**src/hdl/xgpon_frame_pkg.sv**
```systemverilog
package xgpon_frame_pkg;

  // ------------------------------------------------------------------------
  // line word and upstream burst framing
  // ------------------------------------------------------------------------
  localparam int word_width = 32;                      // raw gt rx word
  localparam int dist_width = $clog2(word_width + 1);  // holds 0..32 bit errors

  localparam logic [word_width-1:0] sync_word      = 32'h05560556; // repeated preamble
  localparam logic [word_width-1:0] delimiter_word = 32'hB3C0A5F1; // must match exactly

  localparam int preamble_threshold = 6;  // max bit errors still counted as preamble
  localparam int preamble_min       = 4;  // preamble words in a row to arm
  localparam int delim_window       = 8;  // valid words allowed before the delimiter
  localparam int burst_words        = 16; // fixed payload length

  // one shared down-counter times every phase
  localparam int count_width = 5;

  // ------------------------------------------------------------------------
  // counter load values per phase
  // ------------------------------------------------------------------------
  // first preamble word is taken in hunt, last one is seen while done is high
  localparam logic [count_width-1:0] preamble_load = count_width'(preamble_min - 2);
  localparam logic [count_width-1:0] delim_load    = count_width'(delim_window);
  // done marks the final payload word
  localparam logic [count_width-1:0] payload_load  = count_width'(burst_words - 1);

endpackage

```
**src/hdl/rx_stream_pkg.sv**
```systemverilog
package rx_stream_pkg;

  // raw word as it comes off the transceiver
  typedef logic [xgpon_frame_pkg::word_width-1:0] line_word_t;

  // one payload beat headed for the stream output
  typedef struct packed {
    line_word_t data;
    logic       last; // final word of the burst
  } stream_beat_t;

  // ------------------------------------------------------------------------
  // output fifo sizing
  // ------------------------------------------------------------------------
  localparam int fifo_depth = 32;

  // pointer wraps naturally at fifo_depth
  typedef logic [$clog2(fifo_depth)-1:0] fifo_addr_t;

endpackage

```
**src/hdl/burst_rx_if.sv**
```systemverilog
// correlator to framing fsm, one registered word per cycle
interface corr_if;

  rx_stream_pkg::line_word_t word;   // delayed copy of rx_data
  logic                      word_valid;   // gt rx active, same stage as word
  logic                      preamble_hit; // within threshold of sync word
  logic                      delim_hit;    // exact delimiter

  modport source (
    output word, word_valid, preamble_hit, delim_hit
  );

  modport sink (
    input word, word_valid, preamble_hit, delim_hit
  );

endinterface

// framing fsm to the phase counter
interface count_if;

  logic                                   load;
  logic [xgpon_frame_pkg::count_width-1:0] load_value;
  logic                                   tick;  // step down by one
  logic                                   done;  // count is zero

  modport ctrl (
    output load, load_value, tick,
    input  done
  );

  modport timer (
    input  load, load_value, tick,
    output done
  );

endinterface

```
**src/hdl/burst_fsm.sv**
```systemverilog
module burst_fsm (
  input  logic                        axis_aclk_gt_rx_usrclk,
  input  logic                        rst_n,
  corr_if.sink                        corr,
  count_if.ctrl                       cnt,
  output logic                        wr_en,       // payload word into the fifo
  output rx_stream_pkg::stream_beat_t wr_beat,
  output logic                        burst_start  // one cycle per accepted delimiter
);

  typedef enum logic [1:0] {
    st_hunt,       // looking for the first preamble word
    st_preamble,   // counting the preamble run
    st_delimiter,  // armed, waiting for the delimiter
    st_payload     // passing payload words to the fifo
  } state_t;

  state_t state;
  state_t state_next;
  logic   start_next;

  // ------------------------------------------------------------------------
  // next state and counter control
  // ------------------------------------------------------------------------
  always_comb begin
    state_next     = state;
    start_next     = 1'b0;
    cnt.load       = 1'b0;
    cnt.load_value = xgpon_frame_pkg::preamble_load;
    cnt.tick       = 1'b0;
    case (state)
      st_hunt: begin
        if (corr.preamble_hit) begin    // hit already implies word_valid
          cnt.load   = 1'b1;
          state_next = st_preamble;
        end
      end
      st_preamble: begin
        // an idle or corrupted word breaks the run
        if (!corr.preamble_hit) begin
          state_next = st_hunt;
        end else if (cnt.done) begin
          cnt.load       = 1'b1;
          cnt.load_value = xgpon_frame_pkg::delim_load;
          state_next     = st_delimiter;
        end else begin
          cnt.tick = 1'b1;
        end
      end
      st_delimiter: begin
        if (corr.word_valid) begin
          if (corr.delim_hit) begin
            start_next     = 1'b1;
            cnt.load       = 1'b1;
            cnt.load_value = xgpon_frame_pkg::payload_load;
            state_next     = st_payload;
          end else if (cnt.done) begin
            state_next = st_hunt;       // window ran out
          end else begin
            cnt.tick = 1'b1;
          end
        end
      end
      st_payload: begin
        if (corr.word_valid) begin
          cnt.tick = 1'b1;
          if (cnt.done) state_next = st_hunt; // that was the last word
        end
      end
      default: state_next = st_hunt;
    endcase
  end

  // ------------------------------------------------------------------------
  // state and start pulse
  // ------------------------------------------------------------------------
  always_ff @(posedge axis_aclk_gt_rx_usrclk or negedge rst_n) begin
    if (!rst_n) begin
      state       <= st_hunt;
      burst_start <= 1'b0;
    end else begin
      state       <= state_next;
      burst_start <= start_next;
    end
  end

  // write port straight off the correlator stage, fifo registers it
  assign wr_en   = corr.word_valid && (state == st_payload);
  assign wr_beat = '{data: corr.word, last: cnt.done};

endmodule

```
**src/hdl/burst_rx_top.sv**
```systemverilog
module burst_rx_top (
  input  logic                      axis_aclk_gt_rx_usrclk,
  input  logic                      rst_n,
  // raw transceiver side
  input  rx_stream_pkg::line_word_t rx_data,
  input  logic                      rx_valid,
  // payload stream out
  output rx_stream_pkg::line_word_t m_tdata,
  output logic                      m_tlast,
  output logic                      m_tvalid,
  input  logic                      m_tready,
  // status
  output logic                      burst_start,
  output logic                      overflow
);

  corr_if  corr ();
  count_if cnt ();

  logic                        wr_en;
  rx_stream_pkg::stream_beat_t wr_beat;

  // ------------------------------------------------------------------------
  // preamble / delimiter detect
  // ------------------------------------------------------------------------
  preamble_correlator u_correlator (
    .axis_aclk_gt_rx_usrclk (axis_aclk_gt_rx_usrclk),
    .rst_n                  (rst_n),
    .rx_data                (rx_data),
    .rx_valid               (rx_valid),
    .corr                   (corr.source)
  );

  // ------------------------------------------------------------------------
  // framing and phase timing
  // ------------------------------------------------------------------------
  burst_fsm u_fsm (
    .axis_aclk_gt_rx_usrclk (axis_aclk_gt_rx_usrclk),
    .rst_n                  (rst_n),
    .corr                   (corr.sink),
    .cnt                    (cnt.ctrl),
    .wr_en                  (wr_en),
    .wr_beat                (wr_beat),
    .burst_start            (burst_start)
  );

  burst_word_counter u_counter (
    .axis_aclk_gt_rx_usrclk (axis_aclk_gt_rx_usrclk),
    .rst_n                  (rst_n),
    .cnt                    (cnt.timer)
  );

  // ------------------------------------------------------------------------
  // output buffer
  // ------------------------------------------------------------------------
  rx_stream_fifo u_fifo (
    .axis_aclk_gt_rx_usrclk (axis_aclk_gt_rx_usrclk),
    .rst_n                  (rst_n),
    .wr_en                  (wr_en),
    .wr_beat                (wr_beat),
    .m_tdata                (m_tdata),
    .m_tlast                (m_tlast),
    .m_tvalid               (m_tvalid),
    .m_tready               (m_tready),
    .overflow               (overflow)
  );

endmodule

```
**src/hdl/burst_word_counter.sv**
```systemverilog
module burst_word_counter (
  input  logic    axis_aclk_gt_rx_usrclk,
  input  logic    rst_n,
  count_if.timer  cnt
);

  logic [xgpon_frame_pkg::count_width-1:0] count;

  // ------------------------------------------------------------------------
  // down-counter, load wins over tick, holds at zero
  // ------------------------------------------------------------------------
  always_ff @(posedge axis_aclk_gt_rx_usrclk or negedge rst_n) begin
    if (!rst_n) begin
      count <= '0;
    end else if (cnt.load) begin
      count <= cnt.load_value;       // new phase
    end else if (cnt.tick && count != '0) begin
      count <= count - 1'b1;
    end
  end

  // phases never overlap so one done serves preamble, window and payload
  assign cnt.done = (count == '0);

endmodule

```
**src/hdl/preamble_correlator.sv**
```systemverilog
module preamble_correlator (
  input  logic                      axis_aclk_gt_rx_usrclk,
  input  logic                      rst_n,
  input  rx_stream_pkg::line_word_t rx_data,
  input  logic                      rx_valid,  // gt rx active
  corr_if.source                    corr
);

  logic [xgpon_frame_pkg::dist_width-1:0] bit_err; // hamming distance to sync word

  // count ones in the xor pattern
  function automatic logic [xgpon_frame_pkg::dist_width-1:0] count_ones(
    input rx_stream_pkg::line_word_t w
  );
    logic [xgpon_frame_pkg::dist_width-1:0] n;
    n = '0;
    for (int i = 0; i < xgpon_frame_pkg::word_width; i++) begin
      if (w[i]) n = n + 1'b1;
    end
    return n;
  endfunction

  assign bit_err = count_ones(rx_data ^ xgpon_frame_pkg::sync_word);

  // ------------------------------------------------------------------------
  // one register stage, word and flags stay aligned
  // ------------------------------------------------------------------------
  always_ff @(posedge axis_aclk_gt_rx_usrclk or negedge rst_n) begin
    if (!rst_n) begin
      corr.word_valid   <= 1'b0;
      corr.preamble_hit <= 1'b0;
      corr.delim_hit    <= 1'b0;
    end else begin
      corr.word_valid   <= rx_valid;
      // hits only count on an active word, so downstream never sees a stale hit
      corr.preamble_hit <= rx_valid && (bit_err <= xgpon_frame_pkg::preamble_threshold);
      corr.delim_hit    <= rx_valid && (rx_data == xgpon_frame_pkg::delimiter_word);
    end
  end

  // payload copy
  always_ff @(posedge axis_aclk_gt_rx_usrclk) begin
    corr.word <= rx_data;
  end

endmodule

```
**src/hdl/rx_stream_fifo.sv**
```systemverilog
module rx_stream_fifo (
  input  logic                        axis_aclk_gt_rx_usrclk,
  input  logic                        rst_n,
  input  logic                        wr_en,
  input  rx_stream_pkg::stream_beat_t wr_beat,
  output rx_stream_pkg::line_word_t   m_tdata,
  output logic                        m_tlast,
  output logic                        m_tvalid,
  input  logic                        m_tready,
  output logic                        overflow   // sticky until reset
);

  rx_stream_pkg::stream_beat_t mem [rx_stream_pkg::fifo_depth];

  rx_stream_pkg::fifo_addr_t wr_ptr;
  rx_stream_pkg::fifo_addr_t rd_ptr;
  rx_stream_pkg::fifo_addr_t rd_ptr_next;   // head after this cycle's pop

  logic [$bits(rx_stream_pkg::fifo_addr_t):0] level;           // entries incl head
  logic [$bits(rx_stream_pkg::fifo_addr_t):0] level_after_pop;
  logic full;
  logic push;
  logic pop;

  assign full            = (level == ($bits(level))'(rx_stream_pkg::fifo_depth));
  assign push            = wr_en && !full;         // line can't stall, so drop
  assign pop             = m_tvalid && m_tready;   // stream handshake
  assign rd_ptr_next     = pop ? rd_ptr + 1'b1 : rd_ptr;
  assign level_after_pop = pop ? level - 1'b1 : level;

  // ------------------------------------------------------------------------
  // storage
  // ------------------------------------------------------------------------
  always_ff @(posedge axis_aclk_gt_rx_usrclk) begin
    if (push) mem[wr_ptr] <= wr_beat;
  end

  // ------------------------------------------------------------------------
  // pointers, level and stream control
  // ------------------------------------------------------------------------
  always_ff @(posedge axis_aclk_gt_rx_usrclk or negedge rst_n) begin
    if (!rst_n) begin
      wr_ptr   <= '0;
      rd_ptr   <= '0;
      level    <= '0;
      m_tvalid <= 1'b0;
      m_tlast  <= 1'b0;
      overflow <= 1'b0;
    end else begin
      rd_ptr <= rd_ptr_next;
      if (push) begin
        wr_ptr <= wr_ptr + 1'b1;
        level  <= level_after_pop + 1'b1;
      end else begin
        level  <= level_after_pop;
      end
      // a fresh write shows one cycle later, level before the write decides
      m_tvalid <= (level_after_pop != '0);
      m_tlast  <= (level_after_pop != '0) && mem[rd_ptr_next].last; // low when idle
      if (wr_en && full) overflow <= 1'b1;
    end
  end

  // head copy, stalled head keeps rd_ptr and is never overwritten
  always_ff @(posedge axis_aclk_gt_rx_usrclk) begin
    m_tdata <= mem[rd_ptr_next].data;
  end

endmodule

```
**config.mk**
```make
export PLATFORM = sky130hd
export DESIGN_NAME = burst_rx_top
export DESIGN_NICKNAME = d
export VERILOG_FILES = /design/src/hdl/xgpon_frame_pkg.sv /design/src/hdl/rx_stream_pkg.sv /design/src/hdl/burst_rx_if.sv /design/src/hdl/burst_fsm.sv /design/src/hdl/burst_rx_top.sv /design/src/hdl/burst_word_counter.sv /design/src/hdl/preamble_correlator.sv /design/src/hdl/rx_stream_fifo.sv
export SDC_FILE = /design/constraint.sdc
export NUM_CORES = 1
export LEC_CHECK = 0
export BUFFER_PORTS_ARGS = -buffer_cell sky130_fd_sc_hd__buf_4
export CORE_UTILIZATION = 51
export CTS_CLUSTER_SIZE = 12
export DETAILED_ROUTE_END_ITERATION = 6
export PLACE_DENSITY_LB_ADDON = 0.15
export SLEW_MARGIN = 20
export SYNTH_ARGS = -nofsm -noshare
export SYNTH_HDL_FRONTEND = slang
export SYNTH_SLANG_ARGS = --single-unit
```
**constraint.sdc**
```tcl
create_clock -name axis_aclk_gt_rx_usrclk -period 3.06 [get_ports axis_aclk_gt_rx_usrclk]
set_input_delay 0.153 -clock axis_aclk_gt_rx_usrclk [delete_from_list [all_inputs] [get_ports axis_aclk_gt_rx_usrclk]]
set_output_delay 0.153 -clock axis_aclk_gt_rx_usrclk [all_outputs]
set_load 0.1 [all_outputs]
```
Word level (Yosys, flattened, before mapping)
Memory sizes are Yosys's and may differ from the RTL's.
Index checks and enable logic that the tools add are counted.
{ "classes": {"n_addsub": 36, "n_lt_le_gt_ge": 1, "eq_ne": 9, "mux": 65, "bitwise": 1, "n_reduce_logical": 15} }
{ "ops": {"columns": ["op", "n"], "rows": [
  ["$mux W6", 33],
  ["$add A6 B1 Y6 const B", 31],
  ["$eq A32 B32 Y1 const B", 1],
  ["$mux W5", 5],
  ["$mux W1", 14],
  ["$mux W2", 7],
  ["$not A12 Y12", 1],
  ["$add A5 B1 Y5 const B", 2],
  ["$pmux W5 S2", 1],
  ["$logic_and A1 B1 Y1", 8],
  ["$mux W4", 2],
  ["$pmux W2 S4", 1],
  ["$eq A6 B6 Y1 const B", 1],
  ["$le A6 B3 Y1 const B", 1],
  ["$ne A2 B2 Y1 const B", 3],
  ["$pmux W1 S3", 2],
  ["$reduce_bool A6 Y1", 1],
  ["$sub A6 B1 Y6 const B", 1],
  ["$logic_not A5 Y1", 1],
  ["$reduce_bool A5 Y1", 1],
  ["$sub A5 B1 Y5 const B", 1],
  ["$eq A2 B2 Y1 const B", 2],
  ["$reduce_and A4 Y1", 1],
  ["$ne A3 B3 Y1 const B", 1],
  ["other kinds (5)", 5]
]} }
{ "totals": {"register_bits": 94, "mem_bits_rw": 1056, "in_bits": 36, "out_inout_bits": 36, "word_cells": 142, "memories": 1} }
{ "memory_table": {"columns": ["name", "depth", "word_bits", "read_ports", "rd_ports_with_merged_regs", "write_ports", "line", "source"], "rows": [
  ["u_fifo.mem", 32, 33, 1, 0, 1, "rx_stream_fifo.sv:13", "rx_stream_pkg::stream_beat_t mem [rx_stream_pkg::fifo_depth];"]
]} }

Depth between registers and ports, before layout
{ "depth": {"depth_word": 65, "ltp_mapped": 103, "mapped_depth_nobuf": 103} }

By module
From an unflattened synthesis, not the netlist that was laid out.
{ "unflattened": {"cells_unflattened": 3788, "hier_area_um2": 53498.8} }
{ "by_module_without_submodules": {"columns": ["mod", "n_inst", "cells_per_inst", "area_per_inst_um2", "seq_area_each_um2"], "rows": [
  ["rx_stream_fifo", 1, 3080, 47514.3, 32826.5],
  ["preamble_correlator", 1, 601, 5083.6, 715.7],
  ["burst_fsm", 1, 75, 596.8, 75.1],
  ["burst_word_counter", 1, 32, 304.0, 125.1]
]} }

Worst setup path before layout
No wires, ideal clock.
{ "synth_timing": {"kind": "input to register", "start": "input rx_data[0]", "end": "register u_correlator.corr.preamble_hit", "setup_ns": 0.079, "arrival_time_ns": 17.073, "t_required_ns": 2.981, "setup_slack_ns": -14.092, "path_stages": 100, "n_path_buf": 0, "cell_sequence": "inv_1 > ha_1 > xnor2_1 > ha_1 > nand2_1 > o21ai_0 > ha_1 > nand2b_1 > nand2_1 > ha_1 > nand2_1 > nand3_1 > ha_1 > nor2_1 > a41oi_1 > ha_1 > nand2b_1 > o31ai_1 > (+64 left out) > nand2_1 > o21ai_0 > o31ai_1 > inv_1 > ha_1 > nand2_1 > o21ai_0 > ha_1 > mux2i_1 > inv_1 > ha_1 > nand2_1 > o21ai_0 > ha_1 > xnor2_1 > o311ai_1 > or4_1 > mux2i_1"} }
{ "synth_via": {"elab_chain_len": 65} }
{ "synth_lines": {"columns": ["element", "line", "source"], "rows": [
  ["start: declaration", "burst_rx_top.sv:5", "input rx_stream_pkg::line_word_t rx_data,"],
  ["$mux W1 (*)", "preamble_correlator.sv:18", "if (w[i]) n = n + 1'b1;"],
  ["$add A1 B1 Y2", "preamble_correlator.sv:18", null],
  ["$mux W6 (*)", "preamble_correlator.sv:18", null],
  ["$add A6 B1 Y6", "preamble_correlator.sv:18", null],
  ["$mux W6 (*)", "preamble_correlator.sv:18", null],
  ["$add A6 B1 Y6", "preamble_correlator.sv:18", null],
  ["$mux W6 (*)", "preamble_correlator.sv:18", null],
  ["$add A6 B1 Y6", "preamble_correlator.sv:18", null],
  ["(+49 left out)", null, null],
  ["$add A6 B1 Y6", "preamble_correlator.sv:18", null],
  ["$mux W6 (*)", "preamble_correlator.sv:18", null],
  ["$add A6 B1 Y6", "preamble_correlator.sv:18", null],
  ["$mux W6 (*)", "preamble_correlator.sv:18", null],
  ["$add A6 B1 Y6", "preamble_correlator.sv:18", null],
  ["$mux W6 (*)", "preamble_correlator.sv:18", null],
  ["$le A6 B3 Y1 (*)", "preamble_correlator.sv:36", "corr.preamble_hit <= rx_valid && (bit_err <= xgpon_frame_pkg::preamble_threshold);"],
  ["$logic_and A1 B1 Y1 (*)", "preamble_correlator.sv:36", null],
  ["end signal: assignment", "preamble_correlator.sv:36", null],
  ["end: declaration", "burst_rx_if.sv:10", "output word, word_valid, preamble_hit, delim_hit"]
]} }
Every way passes the cells marked *; elsewhere a longest branch is shown, timed or not.
A chain may end at the register's enable or synchronous reset.

Worst setup path in the final report
{ "layout_timing": {"start": "input rx_data[1]", "end": "register u_correlator.corr.preamble_hit"} }
{ "layout_via": {"elab_chain_len": 64} }
{ "layout_lines": {"columns": ["element", "line"], "rows": [
  ["$not A12 Y12 (no line) (*)", null],
  ["$mux W6 (*)", "preamble_correlator.sv:18"],
  ["$add A6 B1 Y6", "preamble_correlator.sv:18"],
  ["$mux W6 (*)", "preamble_correlator.sv:18"],
  ["$add A6 B1 Y6", "preamble_correlator.sv:18"],
  ["$mux W6 (*)", "preamble_correlator.sv:18"],
  ["$add A6 B1 Y6", "preamble_correlator.sv:18"],
  ["$mux W6 (*)", "preamble_correlator.sv:18"],
  ["(+48 left out)", null],
  ["$add A6 B1 Y6", "preamble_correlator.sv:18"],
  ["$mux W6 (*)", "preamble_correlator.sv:18"],
  ["$add A6 B1 Y6", "preamble_correlator.sv:18"],
  ["$mux W6 (*)", "preamble_correlator.sv:18"],
  ["$add A6 B1 Y6", "preamble_correlator.sv:18"],
  ["$mux W6 (*)", "preamble_correlator.sv:18"],
  ["$le A6 B3 Y1 (*)", "preamble_correlator.sv:36"],
  ["$logic_and A1 B1 Y1 (*)", "preamble_correlator.sv:36"]
]} }
Marked as above.

==> flow_summary_export.csv <==
group,metric,value,unit
detailed_routing,final_antenna_net_count,0,
critical_path,crit_family,"buffers and inverters",
sta,layout_min_cycle_time,15.47,ns
clock_network,cts_buffers,114,
place,port_buffers,71,
logic_synthesis,ys_seq_area_frac,0.693,
logic_synthesis,async_flop_share,0.0261,
clock_network,cts_num_sinks,1150,
layout,n_antenna_cell,0,
clock_network,cts-htree-levels,3,
clock_network,path_clk_slew,0.06,ns
sta,rsz0062_at_grt,"yes",
clock_network,clock_latency,0.71,ns
detailed_routing,drcViolationCount,0,
layout,final_nets,4574,
die,dieWidth,311,µm
status,violations,"negative setup slack",
critical_path,cp_data_required_time,3.67,ns
sta,setup_viol,1,
global_routing,grt_max_degree,100,
critical_path,crit_fanout,3,
worst_hold_path,min_path_type,"input port to flip-flop",
die,row_count,112,
global_routing,first_global_vias,33700,
sta,setup_slack,-12.41,ns
global_routing,antenna_found_initial,3,
logic_synthesis,synth_cell_types,85,
die,io_pins,72,
global_routing,overflow,0,
critical_path,end_kind,"flip-flop",
flow_run,cap_viol_max_count,0,
logic_synthesis,synth-seq-cells,1150,
layout,area_growth,23.7,%
logic_synthesis,synth.cell_area,0.0487,mm²
layout,multi_input_area,0.0149,mm²
critical_path,arrival,16.08,ns
detailed_routing,routed_via_density,5.88,
critical_path,slowest_stage,"or4_1",
sta,tightest_slew,1.11,ns
critical_path,cp_slowest_stage_delay,0.51,ns
sta,hold_viol_final,0,
layout,n_fill_cell,7057,
detailed_routing,vias,34400,
detailed_routing,wl,140000,µm
die,die-area,0.0967,mm²
critical_path,cp_common_cell,"buf_4",
logic_synthesis,synthCells,3933,
critical_path,critical_path_class,"input port to flip-flop",
logic_synthesis,synthFlopType,"edfxtp_1",
critical_path,cp.buffers_inverters,54,
place,place_ws,-13.78,ns
global_routing,track_usage,0.287,
logic_synthesis,syn_nets,4015,
sta,fin_crit_sh,5.06,
logic_synthesis,syn_area_per_cell,12.4,µm²
sta,finClkSkew,0.0331,ns
clock_network,root_buffer,"clkbuf_16",
critical_path,start_kind,"input port",
logic_synthesis,yosysWarnings,0,
die,fp.coreArea,0.0939,mm²
detailed_routing,wl_per_cell,24.0,µm
clock_network,cts.path.max_buffers,3,
detailed_routing,dr.pass1.iters,6,
sta,slew_viol_final,0,
global_routing,grt_pass1_wl,209000,µm
sta,setup_tns,-12.41,ns
place,dp_hpwl,81800,µm
status,status,"finished, violations left",
logic_synthesis,synth_edf_count,1056,
die,die_h,311,µm
detailed_routing,drt_iter0_drc,3196,
layout,drive_gt1_frac,0.221,
clock_network,tritoncts,"done",
layout,register_area,0.0338,mm²
sta,max_freq,0.0646,GHz
place,globalplace.congestion,0.825,
sta,max_slew_margin,0.256,
die,initial_core_util,0.518,
## cells in the final DEF (no fill, tap or decap), types with 14 or more instances in the layout
| cell | count |
|---|---|
| a21oi_1 | 30 |
| a311o_1 | 33 |
| a311oi_1 | 199 |
| and3_1 | 102 |
| buf_12 | 66 |
| buf_4 | 584 |
| clkbuf_1 | 63 |
| clkbuf_16 | 114 |
| clkbuf_8 | 21 |
| dfrtp_1 | 29 |
| dfxtp_1 | 52 |
| dlygate4sd3_1 | 37 |
| edfxtp_1 | 1056 |
| ha_1 | 25 |
| ha_4 | 20 |
| inv_1 | 29 |
| nand2_1 | 1125 |
| nand3_1 | 417 |
| nand4_1 | 18 |
| nor2_1 | 45 |
| nor2_4 | 37 |
| nor3_1 | 14 |
| o21ai_0 | 19 |
| o31ai_1 | 33 |
| xnor2_1 | 74 |
| xor2_1 | 26 |
## state kept, by name (all words and copies together) (netlist names)
register / cells
u_fifo.m_tlast: 1
u_correlator.corr.preamble_hit: 1
u_correlator.corr.word: 32
u_fifo.level: 6
u_fifo.m_tdata: 32
u_correlator.corr.word_valid: 1
u_correlator.corr.delim_hit: 1
u_fifo.rd_ptr: 5
u_fsm.burst_start: 1
u_fifo.m_tvalid: 1
u_fsm.state: 2
u_fifo.wr_ptr: 5
u_counter.count: 5
u_fifo.mem: 1056
u_fifo.overflow: 1
## metal layers
metal  wire length (µm)  GRT usage  vias to the layer above  part of all wire
li1                   -          -                    15600                 -
met1              57700      0.394                    17100              0.41
met2              67400      0.472                     1435              0.48
met3              10800     0.0444                      287             0.077
met4               4620     0.0921                        0             0.033
met5                  0          0                        -                 0
## final timing paths
kind | startpoint | endpoint | slack (ns) | cells after the start
min reg2reg | u_counter.count[4] | u_counter.count[4] | 0.52 | 2
max reg2reg | u_fifo.m_tvalid | u_fifo.m_tdata[25] | 0.18 | 13
min | rx_data[26] | u_correlator.corr.word[26] | 0.15 | 2
max in group asynchronous | rst_n | u_fifo.m_tvalid | 2.36 | 4
max | rx_data[1] | u_correlator.corr.preamble_hit | -12.41 | 111
min in group asynchronous | rst_n | u_counter.count[1] | 0.49 | 4
## cell type report
class                      count  area share
clock buffer                 198      0.0561
clock inverter                19     0.00368
inverter                      45     0.00318
multi-input combinational   2486       0.248
sequential                  1150       0.560
tap                         1254      0.0260
timing repair buffer         695       0.102
## Yosys cell counts, drive strengths merged, types with 7 or more instances
library cell,n,area share
a21oi,34,0.0035
a311o,33,0.0068
a311oi,199,0.036
a31oi,16,0.0021
and3,103,0.013
buf,17,0.0015
clkbuf,235,0.018
dfrtp,30,0.015
dfxtp,64,0.026
edfxtp,1056,0.65
ha,46,0.012
inv,43,0.0033
mux2i,11,0.0023
nand2,1143,0.088
nand2b,19,0.0024
nand3,419,0.043
nand3b,9,0.0016
nand4,18,0.0023
nor2,85,0.0066
nor2b,12,0.0015
nor3,18,0.0022
nor3b,10,0.0015
nor4,11,0.0015
o21a,7,0.0011
o21ai,37,0.0039
o31ai,38,0.0059
xnor2,89,0.018
xnor3,12,0.0056
xor2,35,0.0075
## timing repair
item | 4_1_cts | 5_1_grt
hold buffers | 38 | 0
resized for setup | 41 | 102
gates cloned | 0 | 0
setup endpoints to repair | 1 | 3
hold endpoints to repair | 65 | 0
setup buffers | 136 | 17
pin swaps | 41 | 81
## per-stage QoR
stage	hold WS (ns)	utilization	instance area [µm²]	cells
2_1_floorplan	-0.143	-	48900	3933
3_3_place_gp	0.134	0.580	54400	5450
3_5_place_dp	0.136	0.580	54400	5450
4_1_cts	0.112	0.635	59600	5841
5_1_grt	0.127	0.642	60200	5847
6_report	0.147	0.642	60200	5847
## cells by family after synthesis
family | Yosys count | synth area share
adders and majority gates | 48 | 0.0122
and+or+nand+nor | 1877 | 0.169
AOI/OAI and AO/OA | 409 | 0.0671
DFF | 1150 | 0.693
muxes | 13 | 0.00272
buffers and inverters | 297 | 0.0231
xor gates and xnor gates | 139 | 0.0327
## worst register-to-register path, stage by stage (launching register included)
cell and delay, ns:
dfrtp_2 0.42, and2_2 0.28, xnor2_2 0.17, buf_12 0.17
inv_8 0.13, buf_12 0.16, buf_12 0.21, buf_12 0.21
nand2_1 0.06, and3_1 0.15, a311oi_1 0.25, a311oi_1 0.10
o31ai_1 0.34, buf_4 0.18
Power is left out: the tool's default activity adds up to more than one toggle a clock period on the data nets, which glitch-free logic cannot reach.
